$ cat src/source/nnLayerPkg.sv
`default_nettype none

package nnLayerPkg;

	// ~~~~~~~~~~~~~~~~~~~~
	// sizes
	// ~~~~~~~~~~~~~~~~~~~~
	localparam int DATA_W  = 16;
	localparam int INPUTS  = 15;
	localparam int NEURONS = 8;
	localparam int WIN_W   = $clog2(NEURONS); // argmax index width

	typedef logic signed [DATA_W-1:0] weight_t;

	// one activation vector, word i feeds weight column i
	typedef logic [INPUTS-1:0][DATA_W-1:0] activation_t;

	typedef struct packed {
		logic [NEURONS-1:0][DATA_W-1:0] values;   // relu outputs, all neurons
		logic [WIN_W-1:0]               winner;   // index of largest value
		logic [DATA_W-1:0]              winValue; // largest value
	} layerResult_t;

	// ~~~~~~~~~~~~~~~~~~~~
	// weight and bias tables
	// ~~~~~~~~~~~~~~~~~~~~
	// row n belongs to neuron n, column i to input i
	localparam weight_t WEIGHTS [NEURONS][INPUTS] = '{
		'{  8, -14,  -9, -25,  12, -25, -12, -12,   1,  -4,   2,   9,  -6,  -5,  -4 },
		'{  3,  -2,   5,   1,  -7,   4,   0,   6,  -1,   2,  -3,   8,  -4,   1,   5 },
		'{ -6,   9,   2,  -3,   4,  -8,   7,   1,   3,  -5,   6,  -2,   0,   4,  -1 },
		'{  1,   1,  -1,   2,  -2,   3,  -3,   4,  -4,   5,  -5,   6,  -6,   7,  -7 },
		'{ 10,  -3,   0,   7,  -9,   2,   5,  -6,   8,  -1,   3,  -4,  11,  -2,   6 },
		'{ -2,   6,  -5,   3,   9,  -7,   1,  -4,   2,   8,  -6,   5,  -3,   0,   7 },
		'{  7,   0,   4,  -8,   1,   6,  -2,   3,  -9,   4,   2,  -7,   5,  -1,   3 },
		'{ -4,   5,   8,  -1,  -6,   3,   9,  -2,   0,  -3,   7,   1,  -8,   6,  -5 }
	};

	// neurons 3 and 5 share the top bias
	localparam weight_t BIASES [NEURONS] = '{
		0,
		4,
		-3,
		10,
		2,
		10,
		-6,
		1
	};

endpackage

`default_nettype wire

$ cat src/source/reluNeuron.sv
`timescale 1ns/100ps
`default_nettype none

module reluNeuron #(
	parameter int INDEX  = 0,
	parameter int INPUTS = nnLayerPkg::INPUTS
) (
	input  logic                          clk,
	input  logic                          reset,
	input  logic                          actValid,
	input  nnLayerPkg::activation_t       actData,
	output logic                          neuronValid,
	output logic [nnLayerPkg::DATA_W-1:0] neuronOut
);

	import nnLayerPkg::*;

	logic [INPUTS-1:0][DATA_W-1:0] product;
	logic                          productValid;
	logic [DATA_W-1:0]             sum;

	// ~~~~~~~~~~~~~~~~~~~~
	// stage one, products
	// ~~~~~~~~~~~~~~~~~~~~

	always_ff @(posedge clk)
	begin
		if (reset)
			productValid <= 1'b0;
		else
			productValid <= actValid;
	end

	// low 16 bits only, product wraps
	always_ff @(posedge clk)
	begin
		for (int i = 0; i < INPUTS; i++)
			product[i] <= DATA_W'($signed(actData[i]) * WEIGHTS[INDEX][i]);
	end

	// ~~~~~~~~~~~~~~~~~~~~
	// stage two, sum and relu
	// ~~~~~~~~~~~~~~~~~~~~

	// accumulate in DATA_W bits so the sum wraps like the products
	always_comb
	begin
		sum = BIASES[INDEX];
		for (int i = 0; i < INPUTS; i++)
			sum = sum + product[i];
	end

	always_ff @(posedge clk)
	begin
		if (reset)
			neuronValid <= 1'b0;
		else
			neuronValid <= productValid;
	end

	always_ff @(posedge clk)
	begin
		if (sum[DATA_W-1])
			neuronOut <= '0; // negative clamps to zero
		else
			neuronOut <= sum;
	end

endmodule

`default_nettype wire

$ cat config.mk
export PLATFORM = sky130hd
export DESIGN_NAME = reluNeuron
export DESIGN_NICKNAME = d
export VERILOG_FILES = /design/src/source/nnLayerPkg.sv /design/src/source/reluNeuron.sv
export SDC_FILE = /design/constraint.sdc
export NUM_CORES = 1
export LEC_CHECK = 0
export ABC_AREA = 1
export BUFFER_PORTS_ARGS = -buffer_cell sky130_fd_sc_hd__buf_2
export CORE_MARGIN = 3
export CORE_UTILIZATION = 60
export DETAILED_ROUTE_END_ITERATION = 7
export HOLD_SLACK_MARGIN = 0.1
export PLACE_DENSITY = 0.89
export SLEW_MARGIN = 10
export SYNTH_ARGS = -nofsm -noshare
export SYNTH_HDL_FRONTEND = slang
export SYNTH_SLANG_ARGS = --single-unit
$ cat constraint.sdc
create_clock -name clk -period 5.4 [get_ports clk]
set_clock_uncertainty 0.15 [all_clocks]
set_input_delay 0.54 -clock clk [delete_from_list [all_inputs] [get_ports clk]]
set_output_delay 0.54 -clock clk [all_outputs]
set_load 0.005 [all_outputs]
After elaboration in Yosys (flattened, before gate mapping)
Cells that the tools add are included.
- bits in read-only memories: 0
- input port bits: 243
- output and inout bits: 17
- register bits: 242
- memory bits (writable): 0
- memories: 0
- latch bits: 0
- logic and storage cells: 45
- multipliers: 10
- bitwise gates (word level): 0
- reductions and logical operators: 0
- shift operators: 0
- div/mod/pow operators: 0
- $add $sub $neg: 16
- eq/ne operators: 0
- muxes and demuxes: 0
- magnitude comparators: 0
- operators by type and width (kind ; number):
    $add 16x16->16 ; 14
    $mul 16x3->14 const B ; 3
    $mul 16x5->16 const B ; 2
    $mul 16x6->16 const B ; 2
    $neg 14->14 ; 2
    $mul 16x3->15 const B ; 1
    $mul 16x4->15 const B ; 1
    $mul 16x4->16 const B ; 1

Longest topological paths before layout
- depth after elaboration: 14
- mapped depth: 24
- depth with buffers taken out: 23

Worst setup path after synthesis
Ideal clock, no wire load.
- path type: flip-flop to flip-flop
- start point: register product[196] (netlist bit)
- end point: register neuronOut[12] (netlist bit)
- setup time: 0.116 ns
- data required time: 5.134 ns
- clock period less this slack: 4.797 ns
- data arrival time: 4.531 ns
- stages on the path, launching flop included: 15
- path buffers: 0
- slack: 0.603 ns
- path through: dfxtp_1 -> inv_1 -> fa_1 -> fa_1 -> inv_1 -> fa_1 -> fa_1 -> fa_1 -> fa_1 -> ha_1 -> fa_1 -> a21oi_1 -> o21ai_0 -> xor2_1 -> nor2_2
- longest elaborated chain between the ends: 3
- ends and longest elaborated chain (element ; RTL line ; RTL):
    from (decl) ; reluNeuron.sv:18 ; logic [INPUTS-1:0][DATA_W-1:0] product;
    from (signal, indexed assignment) ; reluNeuron.sv:38 ; product[i] <= DATA_W'($signed(actData[i]) * WEIGHTS[INDEX][i]);
    $add 16x16->16 (3 in a row) ; reluNeuron.sv:50 ; sum = sum + product[i];
    to (signal assigned) ; reluNeuron.sv:66 ; neuronOut <= sum;
    to (decl) ; reluNeuron.sv:13 ; output logic [nnLayerPkg::DATA_W-1:0] neuronOut
No other way between the ends.
A chain may end at the register's enable or synchronous reset.

Worst setup path in the final report
- start point: register product[203] (netlist bit)
- end point: register neuronOut[2] (netlist bit)
The elaborated chain is that of the path after synthesis.

==> qor.yml <==
sta:
  min_period_ns: 5.181
  worst_pin_slew_ns: 0.5125
  fin_crit_sh_pct: 95.95
  setup_viol: 0
  rsz0062_at_grt: "yes"
  hold_violations: 0
  max-slew-margin-rel_pct: 65.67
  finalWorstSetupSlack_ns: 0.2186
  max_clock_freq_mhz: 193.0
  timing.hold.ws_ns: 0.1121
  drv_slew: 0
flow_run:
  cap_violations: 0
yosys:
  ys_seq_elements: 241
  synth_area_per_cell_um2: 9.514
  yosysSeqAreaShare_pct: 23.19
  ys.flop_type: "dfxtp_1"
  synth_area_leaders: "fa_1 25%, dfxtp_1 23%, ha_1 21%"
  syn_nets: 3035
  netlist_area_mm2: 0.02081
  synthCells: 2187
  yosysTopAreaCell: "fa_1"
  synth_cell_types: 30
  synth_top_area_share_pct: 25.21
  synth-async-reset-ratio_pct: 0
  synth_common_cells: "592 x inv_1, 343 x ha_1, 262 x fa_1"
  synth_edf_count: 0
  ys_warn_count: 0
  yosysMostFrequentCell: "inv_1"
global_route:
  grtUsageTotal_pct: 29.34
  grt_first_pass_wirelength_mm: 84.41
  grt_pass1_vias: 17236
  grt-ovfl-total: 0
  grt_max_degree: 16
  grt_antenna_before_repair: 1
worst_setup_path:
  crit_type: "reg -> reg"
  arrival_ns: 5.49
  cp.required_ns: 5.71
  critical_path.endpoint_type: "flop"
  critical_path.max_fanout: 15
  startpoint_type: "flop"
place:
  port_buffers: 242
  post-dp-hpwl_mm: 42.36
  dp_slack_ns: 0.2333
  gp_congestion: 0.9279
  placed_cells: 2876
detailed_routing:
  post-route-drc-count: 0
  drt_first_pass_iters: 7
  wl_per_cell_um: 17.54
  ant_nets: 0
  drt-vias-per-instance: 5.166
  wl_mm: 52.76
  dr_total_vias: 15538
  drt_first_iter_violations: 900
clocking:
  cts_tree: "built"
  cts.sinks: 241
  cts_root_buf: "clkbuf_16"
  htree_num_levels: 1
  clk_pin_slew_ns: 0.06
  clock_path_buffers: 3
  insertion_delay_ns: 0.53
  cts_made_buffers: 25
finish:
  stdcell_count: 3008
  utilization_pct: 71.72
  drive_gt1_share_pct: 11.76
  fill_cells: 2347
  area_growth_pct: 16.74
  finalNetCount: 3388
floorplanning:
  die_y_um: 192.2
  row_count: 67
  die_area_mm2: 0.03695
  coreArea_mm2: 0.03387
  ios: 260
  die_x_um: 192.2
  initial_core_util_pct: 61.43
status:
  status: "finished, final reports clean"
worst_hold_path:
  holdCritPathClass: "in -> reg"
## what timing repair did
item / 4_1_cts / 5_1_grt
setup endpoints to repair: 0 / 3
hold buffers: 84 / 1
hold endpoints to repair: 84 / 1
gates resized for setup: 0 / 4
setup buffers: 0 / 0
## kinds of logic after synthesis
| kind of cell | after synthesis | synth area share [%] |
|---|---|---|
| adder cells (fa/ha/maj) | 605 | 45.84 |
| buffers and inverters | 594 | 10.77 |
| AO/OA/AOI/OAI | 181 | 4.919 |
| other | 1 | 0.01802 |
| XOR/XNOR | 179 | 7.535 |
| flip-flops | 241 | 23.19 |
| AND/OR/NAND/NOR | 386 | 7.734 |
## cell usage in the layout, fill, tap and decap left out, types with 2 or more instances in the layout
master / instances
a21o_1: 10
inv_1: 592
nor3_1: 14
o221ai_1: 2
nand2_1: 211
buf_2: 242
clkbuf_8: 4
a21oi_2: 2
o21bai_1: 5
bufinv_16: 2
o21ai_0: 35
a31oi_1: 5
xnor2_1: 70
a211oi_1: 2
clkbuf_16: 25
nand4_1: 7
nand3_1: 64
dfxtp_1: 241
a21oi_1: 102
clkinvlp_4: 5
dlygate4sd3_1: 85
nor2_1: 75
clkinv_2: 2
clkbuf_1: 3
xor2_1: 109
o2111ai_1: 15
fa_1: 261
nor2_2: 10
inv_6: 3
ha_1: 343
## critical path, cell delays in order, from the launching register on
cell     delay, ns
dfxtp_1       0.31
inv_1         0.05
fa_1          0.57
inv_1         0.07
fa_1          0.46
fa_1          0.55
inv_1         0.05
fa_1          0.52
inv_1         0.06
fa_1          0.52
fa_1          0.44
ha_1          0.35
nand2_1       0.11
nor2_1        0.16
o21ai_0       0.11
nand3_1       0.14
inv_1         0.06
nand2_1       0.08
nand2_2       0.06
buf_12        0.15
nor2_1        0.12
## routing by layer
metal / wire, um / part of all wire [%] / GRT usage, %
met5: 0 / 0 / 0
met4: 2719 / 5.2 / 13.03
met3: 3088 / 5.9 / 4.052
met2: 26460 / 50 / 52.29
met1: 20490 / 39 / 35.28
## through the flow
| stage | instance area (um2) | TNS, ns |
|---|---|---|
| 3_5_place_dp | 22580 | 0 |
| 2_1_floorplan | 20810 | 0 |
| 4_1_cts | 24270 | 0 |
| 5_1_grt | 24290 | -0.01548 |
| 3_3_place_gp | 22580 | 0 |
| 6_report | 24290 | 0 |
## path summary, 6_finish.rpt
path                start      endpoint  slack (ns)  cells after the start
max          product[203]  neuronOut[2]        0.22                     20
max reg2reg  product[203]  neuronOut[2]        0.22                     20
min          actData[194]  product[195]        0.11                      2
min reg2reg  productValid   neuronValid        0.27                      2
## flip-flops by register name, summed over array words and instances (netlist names)
signal and cells:
neuronValid 1, product 224, productValid 1, neuronOut 15
## layout make-up
cell class,instances,area [um2],area share [%]
repair buffers,328,2082,8.572
well taps,448,560.5,2.308
multi-input cells,1352,13750,56.61
inverters,592,2222,9.149
clock buffers,32,691.9,2.849
clock inverters,14,153.9,0.6336
diodes,1,2.502,0.01030
flip-flops and latches,241,4825,19.86
Power is left out: the tool's default activity adds up to more than one toggle a clock period on the data nets, which glitch-free logic cannot reach.
