File: src/source/nnLayerPkg.sv
`default_nettype none

package nnLayerPkg;

	// ~~~~~~~~~~~~~~~~~~~~
	// sizes
	// ~~~~~~~~~~~~~~~~~~~~
	localparam int DATA_W  = 16;
	localparam int INPUTS  = 15;
	localparam int NEURONS = 8;
	localparam int WIN_W   = $clog2(NEURONS); // argmax index width

	typedef logic signed [DATA_W-1:0] weight_t;

	// one activation vector, word i feeds weight column i
	typedef logic [INPUTS-1:0][DATA_W-1:0] activation_t;

	typedef struct packed {
		logic [NEURONS-1:0][DATA_W-1:0] values;   // relu outputs, all neurons
		logic [WIN_W-1:0]               winner;   // index of largest value
		logic [DATA_W-1:0]              winValue; // largest value
	} layerResult_t;

	// ~~~~~~~~~~~~~~~~~~~~
	// weight and bias tables
	// ~~~~~~~~~~~~~~~~~~~~
	// row n belongs to neuron n, column i to input i
	localparam weight_t WEIGHTS [NEURONS][INPUTS] = '{
		'{  8, -14,  -9, -25,  12, -25, -12, -12,   1,  -4,   2,   9,  -6,  -5,  -4 },
		'{  3,  -2,   5,   1,  -7,   4,   0,   6,  -1,   2,  -3,   8,  -4,   1,   5 },
		'{ -6,   9,   2,  -3,   4,  -8,   7,   1,   3,  -5,   6,  -2,   0,   4,  -1 },
		'{  1,   1,  -1,   2,  -2,   3,  -3,   4,  -4,   5,  -5,   6,  -6,   7,  -7 },
		'{ 10,  -3,   0,   7,  -9,   2,   5,  -6,   8,  -1,   3,  -4,  11,  -2,   6 },
		'{ -2,   6,  -5,   3,   9,  -7,   1,  -4,   2,   8,  -6,   5,  -3,   0,   7 },
		'{  7,   0,   4,  -8,   1,   6,  -2,   3,  -9,   4,   2,  -7,   5,  -1,   3 },
		'{ -4,   5,   8,  -1,  -6,   3,   9,  -2,   0,  -3,   7,   1,  -8,   6,  -5 }
	};

	// neurons 3 and 5 share the top bias
	localparam weight_t BIASES [NEURONS] = '{
		0,
		4,
		-3,
		10,
		2,
		10,
		-6,
		1
	};

endpackage

`default_nettype wire

File: src/source/argmaxOutput.sv
`timescale 1ns/100ps
`default_nettype none

module argmaxOutput #(
	parameter int NEURONS = nnLayerPkg::NEURONS
) (
	input  logic                                        clk,
	input  logic                                        reset,
	input  logic [NEURONS-1:0]                          neuronValid,
	input  logic [NEURONS-1:0][nnLayerPkg::DATA_W-1:0]  neuronOut,
	output logic                                        outValid,
	output nnLayerPkg::layerResult_t                    result
);

	import nnLayerPkg::*;

	logic              strobe;
	logic [WIN_W-1:0]  bestIndex;
	logic [DATA_W-1:0] bestValue;

	// neurons run in lockstep, any one valid stands for all
	assign strobe = neuronValid[0];

	// ~~~~~~~~~~~~~~~~~~~~
	// argmax search
	// ~~~~~~~~~~~~~~~~~~~~
	// linear scan, strict compare keeps the lower index on a tie

	always_comb
	begin
		bestIndex = '0;
		bestValue = neuronOut[0];
		for (int i = 1; i < NEURONS; i++)
		begin
			if (neuronOut[i] > bestValue) // unsigned compare
			begin
				bestIndex = WIN_W'(i);
				bestValue = neuronOut[i];
			end
		end
	end

	// ~~~~~~~~~~~~~~~~~~~~
	// result register
	// ~~~~~~~~~~~~~~~~~~~~

	always_ff @(posedge clk)
	begin
		if (reset)
			outValid <= 1'b0;
		else
			outValid <= strobe;
	end

	// result holds between vectors
	always_ff @(posedge clk)
	begin
		if (reset)
		begin
			result <= '0;
		end
		else if (strobe)
		begin
			result.values   <= neuronOut;
			result.winner   <= bestIndex;
			result.winValue <= bestValue;
		end
	end

endmodule

`default_nettype wire

File: config.mk
export PLATFORM = sky130hd
export DESIGN_NAME = argmaxOutput
export DESIGN_NICKNAME = d
export VERILOG_FILES = /design/src/source/nnLayerPkg.sv /design/src/source/argmaxOutput.sv
export SDC_FILE = /design/constraint.sdc
export NUM_CORES = 1
export LEC_CHECK = 0
export BUFFER_PORTS_ARGS = -buffer_cell sky130_fd_sc_hd__clkbuf_2
export CORE_MARGIN = 2
export CORE_UTILIZATION = 49
export CTS_BUF_LIST = sky130_fd_sc_hd__clkbuf_8
export DETAILED_ROUTE_END_ITERATION = 8
export GPL_ROUTABILITY_DRIVEN = 0
export GPL_TIMING_DRIVEN = 1
export HOLD_SLACK_MARGIN = 0.08
export PLACE_DENSITY = 0.8
export SYNTH_ARGS = -nofsm -noshare
export SYNTH_HDL_FRONTEND = slang
export SYNTH_SLANG_ARGS = --single-unit
File: constraint.sdc
create_clock -name clk -period 45.2 [get_ports clk]
set_input_delay 2.26 -clock clk [delete_from_list [all_inputs] [get_ports clk]]
set_output_delay 2.26 -clock clk [all_outputs]
set_load 0.02 [all_outputs]
After elaboration in Yosys (flattened, before gate mapping)
Cells that the tools add are included.

storage, ports and cells
  register bits after elaboration = 148
  latch bits = 0
  RAM bits = 0
  ROM bits = 0
  word-level logic and storage cells = 32
  memories kept = 0

cells by class
  add/sub/neg operators = 0
  multiply operators = 0
  div/mod/pow operators = 0
  magnitude comparators = 7
  equal/unequal tests = 0
  shift-type cells = 0
  muxes and demuxes = 14
  bitwise gates (word level) = 0
  reduce and logical (&&, ||, !) cells = 0

operators with widths
  cell                            number
  16-bit greater-than comparator  7
  16-bit 2-to-1 mux               7
  3-bit 2-to-1 mux                6
  1-bit 2-to-1 mux                1

Depth between registers and ports, before layout
  depth in word-level cells = 14
  depth in mapped cells = 86
  depth with buffers taken out = 77

Worst setup path after synthesis
No wires, ideal clock.

  path kind = input to register
  from = input port neuronOut[14] in the netlist's numbering
  to = register result[10] in the netlist's numbering
  library setup time = 0.088 ns
  data arrival time = 17.854 ns
  required time = 45.112 ns
  path slack = 27.258 ns
  stages = 79
  buffers on the path = 8
  cells stage by stage = inv_1 -> ha_1 -> nand4_2 -> nor4_2 -> nand4_1 -> nand2_1 -> clkbuf_1 -> mux2i_1 -> ha_1 -> and2_1 -> a221o_1 -> a221oi_2 -> o21a_1 -> or2_2 -> clkbuf_1 -> clkbuf_1 -> o21ai_0 -> ha_1 -> [... 43 more ...] -> inv_1 -> clkbuf_1 -> nor2_1 -> a31o_2 -> ha_1 -> nor2b_1 -> o21a_1 -> o21a_1 -> o21a_1 -> o21a_1 -> o21a_1 -> o21a_1 -> o21ai_0 -> a21oi_1 -> nor2_1 -> clkbuf_1 -> o211ai_1 -> a311oi_2

on the way
  longest elaborated chain between the ends = 14

ends and longest elaborated chain
  item                            line                RTL
  start: declaration              argmaxOutput.sv:10  input logic [NEURONS-1:0][nnLayerPkg::DATA_W-1:0] neuronOut,
  16-bit greater-than comparator  argmaxOutput.sv:35  if (neuronOut[i] > bestValue)
  16-bit 2-to-1 mux (*)           argmaxOutput.sv:35
  16-bit greater-than comparator  argmaxOutput.sv:35
  16-bit 2-to-1 mux (*)           argmaxOutput.sv:35
  16-bit greater-than comparator  argmaxOutput.sv:35
  16-bit 2-to-1 mux (*)           argmaxOutput.sv:35
  16-bit greater-than comparator  argmaxOutput.sv:35
  16-bit 2-to-1 mux (*)           argmaxOutput.sv:35
  16-bit greater-than comparator  argmaxOutput.sv:35
  16-bit 2-to-1 mux (*)           argmaxOutput.sv:35
  16-bit greater-than comparator  argmaxOutput.sv:35
  16-bit 2-to-1 mux (*)           argmaxOutput.sv:35
  16-bit greater-than comparator  argmaxOutput.sv:35
  16-bit 2-to-1 mux (*)           argmaxOutput.sv:35
  end: declaration                argmaxOutput.sv:12  output nnLayerPkg::layerResult_t result

Every way passes the cells marked *; elsewhere a longest branch is shown, timed or not.
A chain may end at the register's enable or synchronous reset.

Final worst setup path
  from = input port neuronOut[14] in the netlist's numbering
  to = register result[6] in the netlist's numbering

Same word-level chain as after synthesis.

==> reports/qor.yml <==
hold_ws_ns: 0.467
yosys-top-cells-area: "dfxtp_1, mux2i_1, ha_1"
yosys_warnings: 0
tns_ns: 0
rsz0062_at_grt: "no"
grt_overflow: 0
ys_seq_area_frac: 0.292
final_common_cell: "clkbuf_2"
crit_top_cell: "o21a_1"
rows: 52
antenna_found_initial: 0
setup_violations: 0
maxCapViolations: 0
dieArea_um2: 21900
min_path_type: "reg -> reg"
die_y_um: 148
post_drt_wl_per_cell_um: 18.7
layout_common_cells: "clkbuf_2, nor2_1, dfxtp_1"
worstPathRequired_ns: 45.56
crit_buf_inv: 6
dpl_cell_area_um2: 11700
first_pass_iters: 7
nets: 1636
clock_sinks: 148
slew_headroom: 0.149
post-cts-setup-buffers: 0
drc: 0
synth_top_area_cell: "dfxtp_1"
synth_top_area_frac: 0.292
p_per_area_nw_per_um2: 63.7
fmax_mhz: 45.4
cts_max_level: 4
p_int_mw: 0.402
vias: 9912
grt_pass1_vias: 9214
slew_viol_final: 0
period_needed_ns: 22.02
num_antenna_cells: 0
fin_area_um2: 12100
cts_resized: 0
worst_slew_pin_slew_ns: 1.27
crit_type: "in -> reg"
syn_area_um2: 10200
die_x_um: 148
ios: 286
routed_wl_mm: 31.2
area_growth_pct: 18.8
synthesis.nets: 1402
crit_family: "compound AO/OA/AOI/OAI gates"
viasPerCell: 5.92
startpoint_type: "primary input"
cts.reportedPaths.clkPinSlew_ns: 0.08
period_share: 0.487
dpl.hpwl_mm: 24.1
synth_ff_type: "dfxtp_1"
vdd_drop_max_v: 0.0000452
async_flop_share: 0
drtIter0Drc: 828
initial_core_util: 0.501
swShare: 0.477
cpMaxStageDelayCell: "nor2_2"
critPathMaxFanout: 33
worst_ep_arrival_time_ns: 22.38
status: "finished, final reports clean"
hold_violations: 0
cts_buffer_depth: 2
synth.distinct_cells: 75
pwr-share-comb: 0.656
cts_buffers: 17
netSwitchingPower_mw: 0.367
drive_gt1_frac: 0.263
grt_max_degree: 98
ys_seq_elements: 148
power_frac_seq: 0.197
ant_nets: 0
core_um2: 20300
slowest_delay_ns: 0.96
cts-root-buf: "clkbuf_8"
clock_power_share: 0.146
netlist_instances: 1156
cts_tree: "done"
cts_hold_buf: 0
synth_area_per_cell_um2: 8.79
cp-end-kind: "register"
clock_skew_ns: 0
grt_pass1_wl_mm: 48.3
insertion_delay_ns: 0.46
track_usage: 0.279
port_buffers: 278
synth_enable_flop_cells: 0
p_leak_nw: 5.91
==> final timing paths <==
kind | start | endpoint | slack (ns) | depth (start not counted)
hold / removal | result[2]$_SDFFE_PP0P_ | result[2]$_SDFFE_PP0P_ | 0.47 | 2
setup / recovery | neuronOut[14] | result[6]$_SDFFE_PP0P_ | 23.18 | 77
setup reg to reg | result[1]$_SDFFE_PP0P_ | result[1]$_SDFFE_PP0P_ | 44.36 | 2
hold reg to reg | result[2]$_SDFFE_PP0P_ | result[2]$_SDFFE_PP0P_ | 0.47 | 2
==> registers in the layout, summed over array words and instances (netlist names) <==
signal and flops:
result 147, outValid 1
==> cells by family after synthesis <==
| family | synth area share |
|---|---|
| AOI/OAI and AO/OA | 0.210 |
| adders and majority gates | 0.133 |
| and+or+nand+nor | 0.173 |
| buffers and inverters | 0.0485 |
| xor gates and xnor gates | 0.000862 |
| DFF | 0.292 |
| muxes | 0.143 |
==> layer usage <==
metal  vias up  track usage  wire (um)  share of wire
li1       4760            -          -              -
met5         -            0          0              0
met3        61       0.0494       2200          0.070
met2       424        0.476      15300           0.49
met4         0        0.120       1030          0.033
met1      4667        0.345      12700           0.41
==> tightest hold or removal path, delay by kind of cell, from the launching register on <==
family / cells / cell delay [ns]
compound gates: 1 / 0.05
flops: 1 / 0.32
simple gates: 1 / 0.06
==> per-stage QoR <==
step	power, mW	setup slack, ns	util	cells
4_1_cts	0.763	23.55	0.595	1673
5_1_grt	0.830	21.87	0.595	1673
3_3_place_gp	0.636	23.48	0.574	1641
3_5_place_dp	0.648	23.18	0.574	1641
6_report	0.769	23.18	0.595	1673
2_1_floorplan	0.535	27.26	-	1156
==> synth_stat cells (10+ instances only) <==
cell	count
buf_1	12
a31oi_1	10
nand2_1	24
o21a_1	15
nand4_1	30
nor2_1	179
a31o_2	12
buf_2	12
clkbuf_1	43
inv_1	48
nor4_1	15
nand3_1	39
mux2i_1	142
o221ai_1	15
a21oi_1	33
a221oi_1	16
ha_1	108
o21ai_0	61
dfxtp_1	148
and2_1	32
a21o_1	22
nor2b_1	10
o211ai_1	18
==> area by class of cell <==
class	count	area, um^2
clock inverters	13	156
inverters	49	184
flip-flops and latches	148	2960
clock buffers	19	262
well taps	270	338
multi-input cells	888	6710
repair buffers	286	1460
fillers	1810	8230
==> power by group through the flow <==
| stage | logic (mW) | clock network [mW] | registers, mW |
|---|---|---|---|
| after floorplan | 0.365 | 0 | 0.169 |
| after global placement | 0.482 | 0 | 0.154 |
| after detailed placement | 0.494 | 0 | 0.154 |
| after CTS | 0.497 | 0.114 | 0.151 |
| after global routing | 0.557 | 0.120 | 0.153 |
| final | 0.505 | 0.113 | 0.152 |
Note: power is estimated with default switching activity, not from simulation.
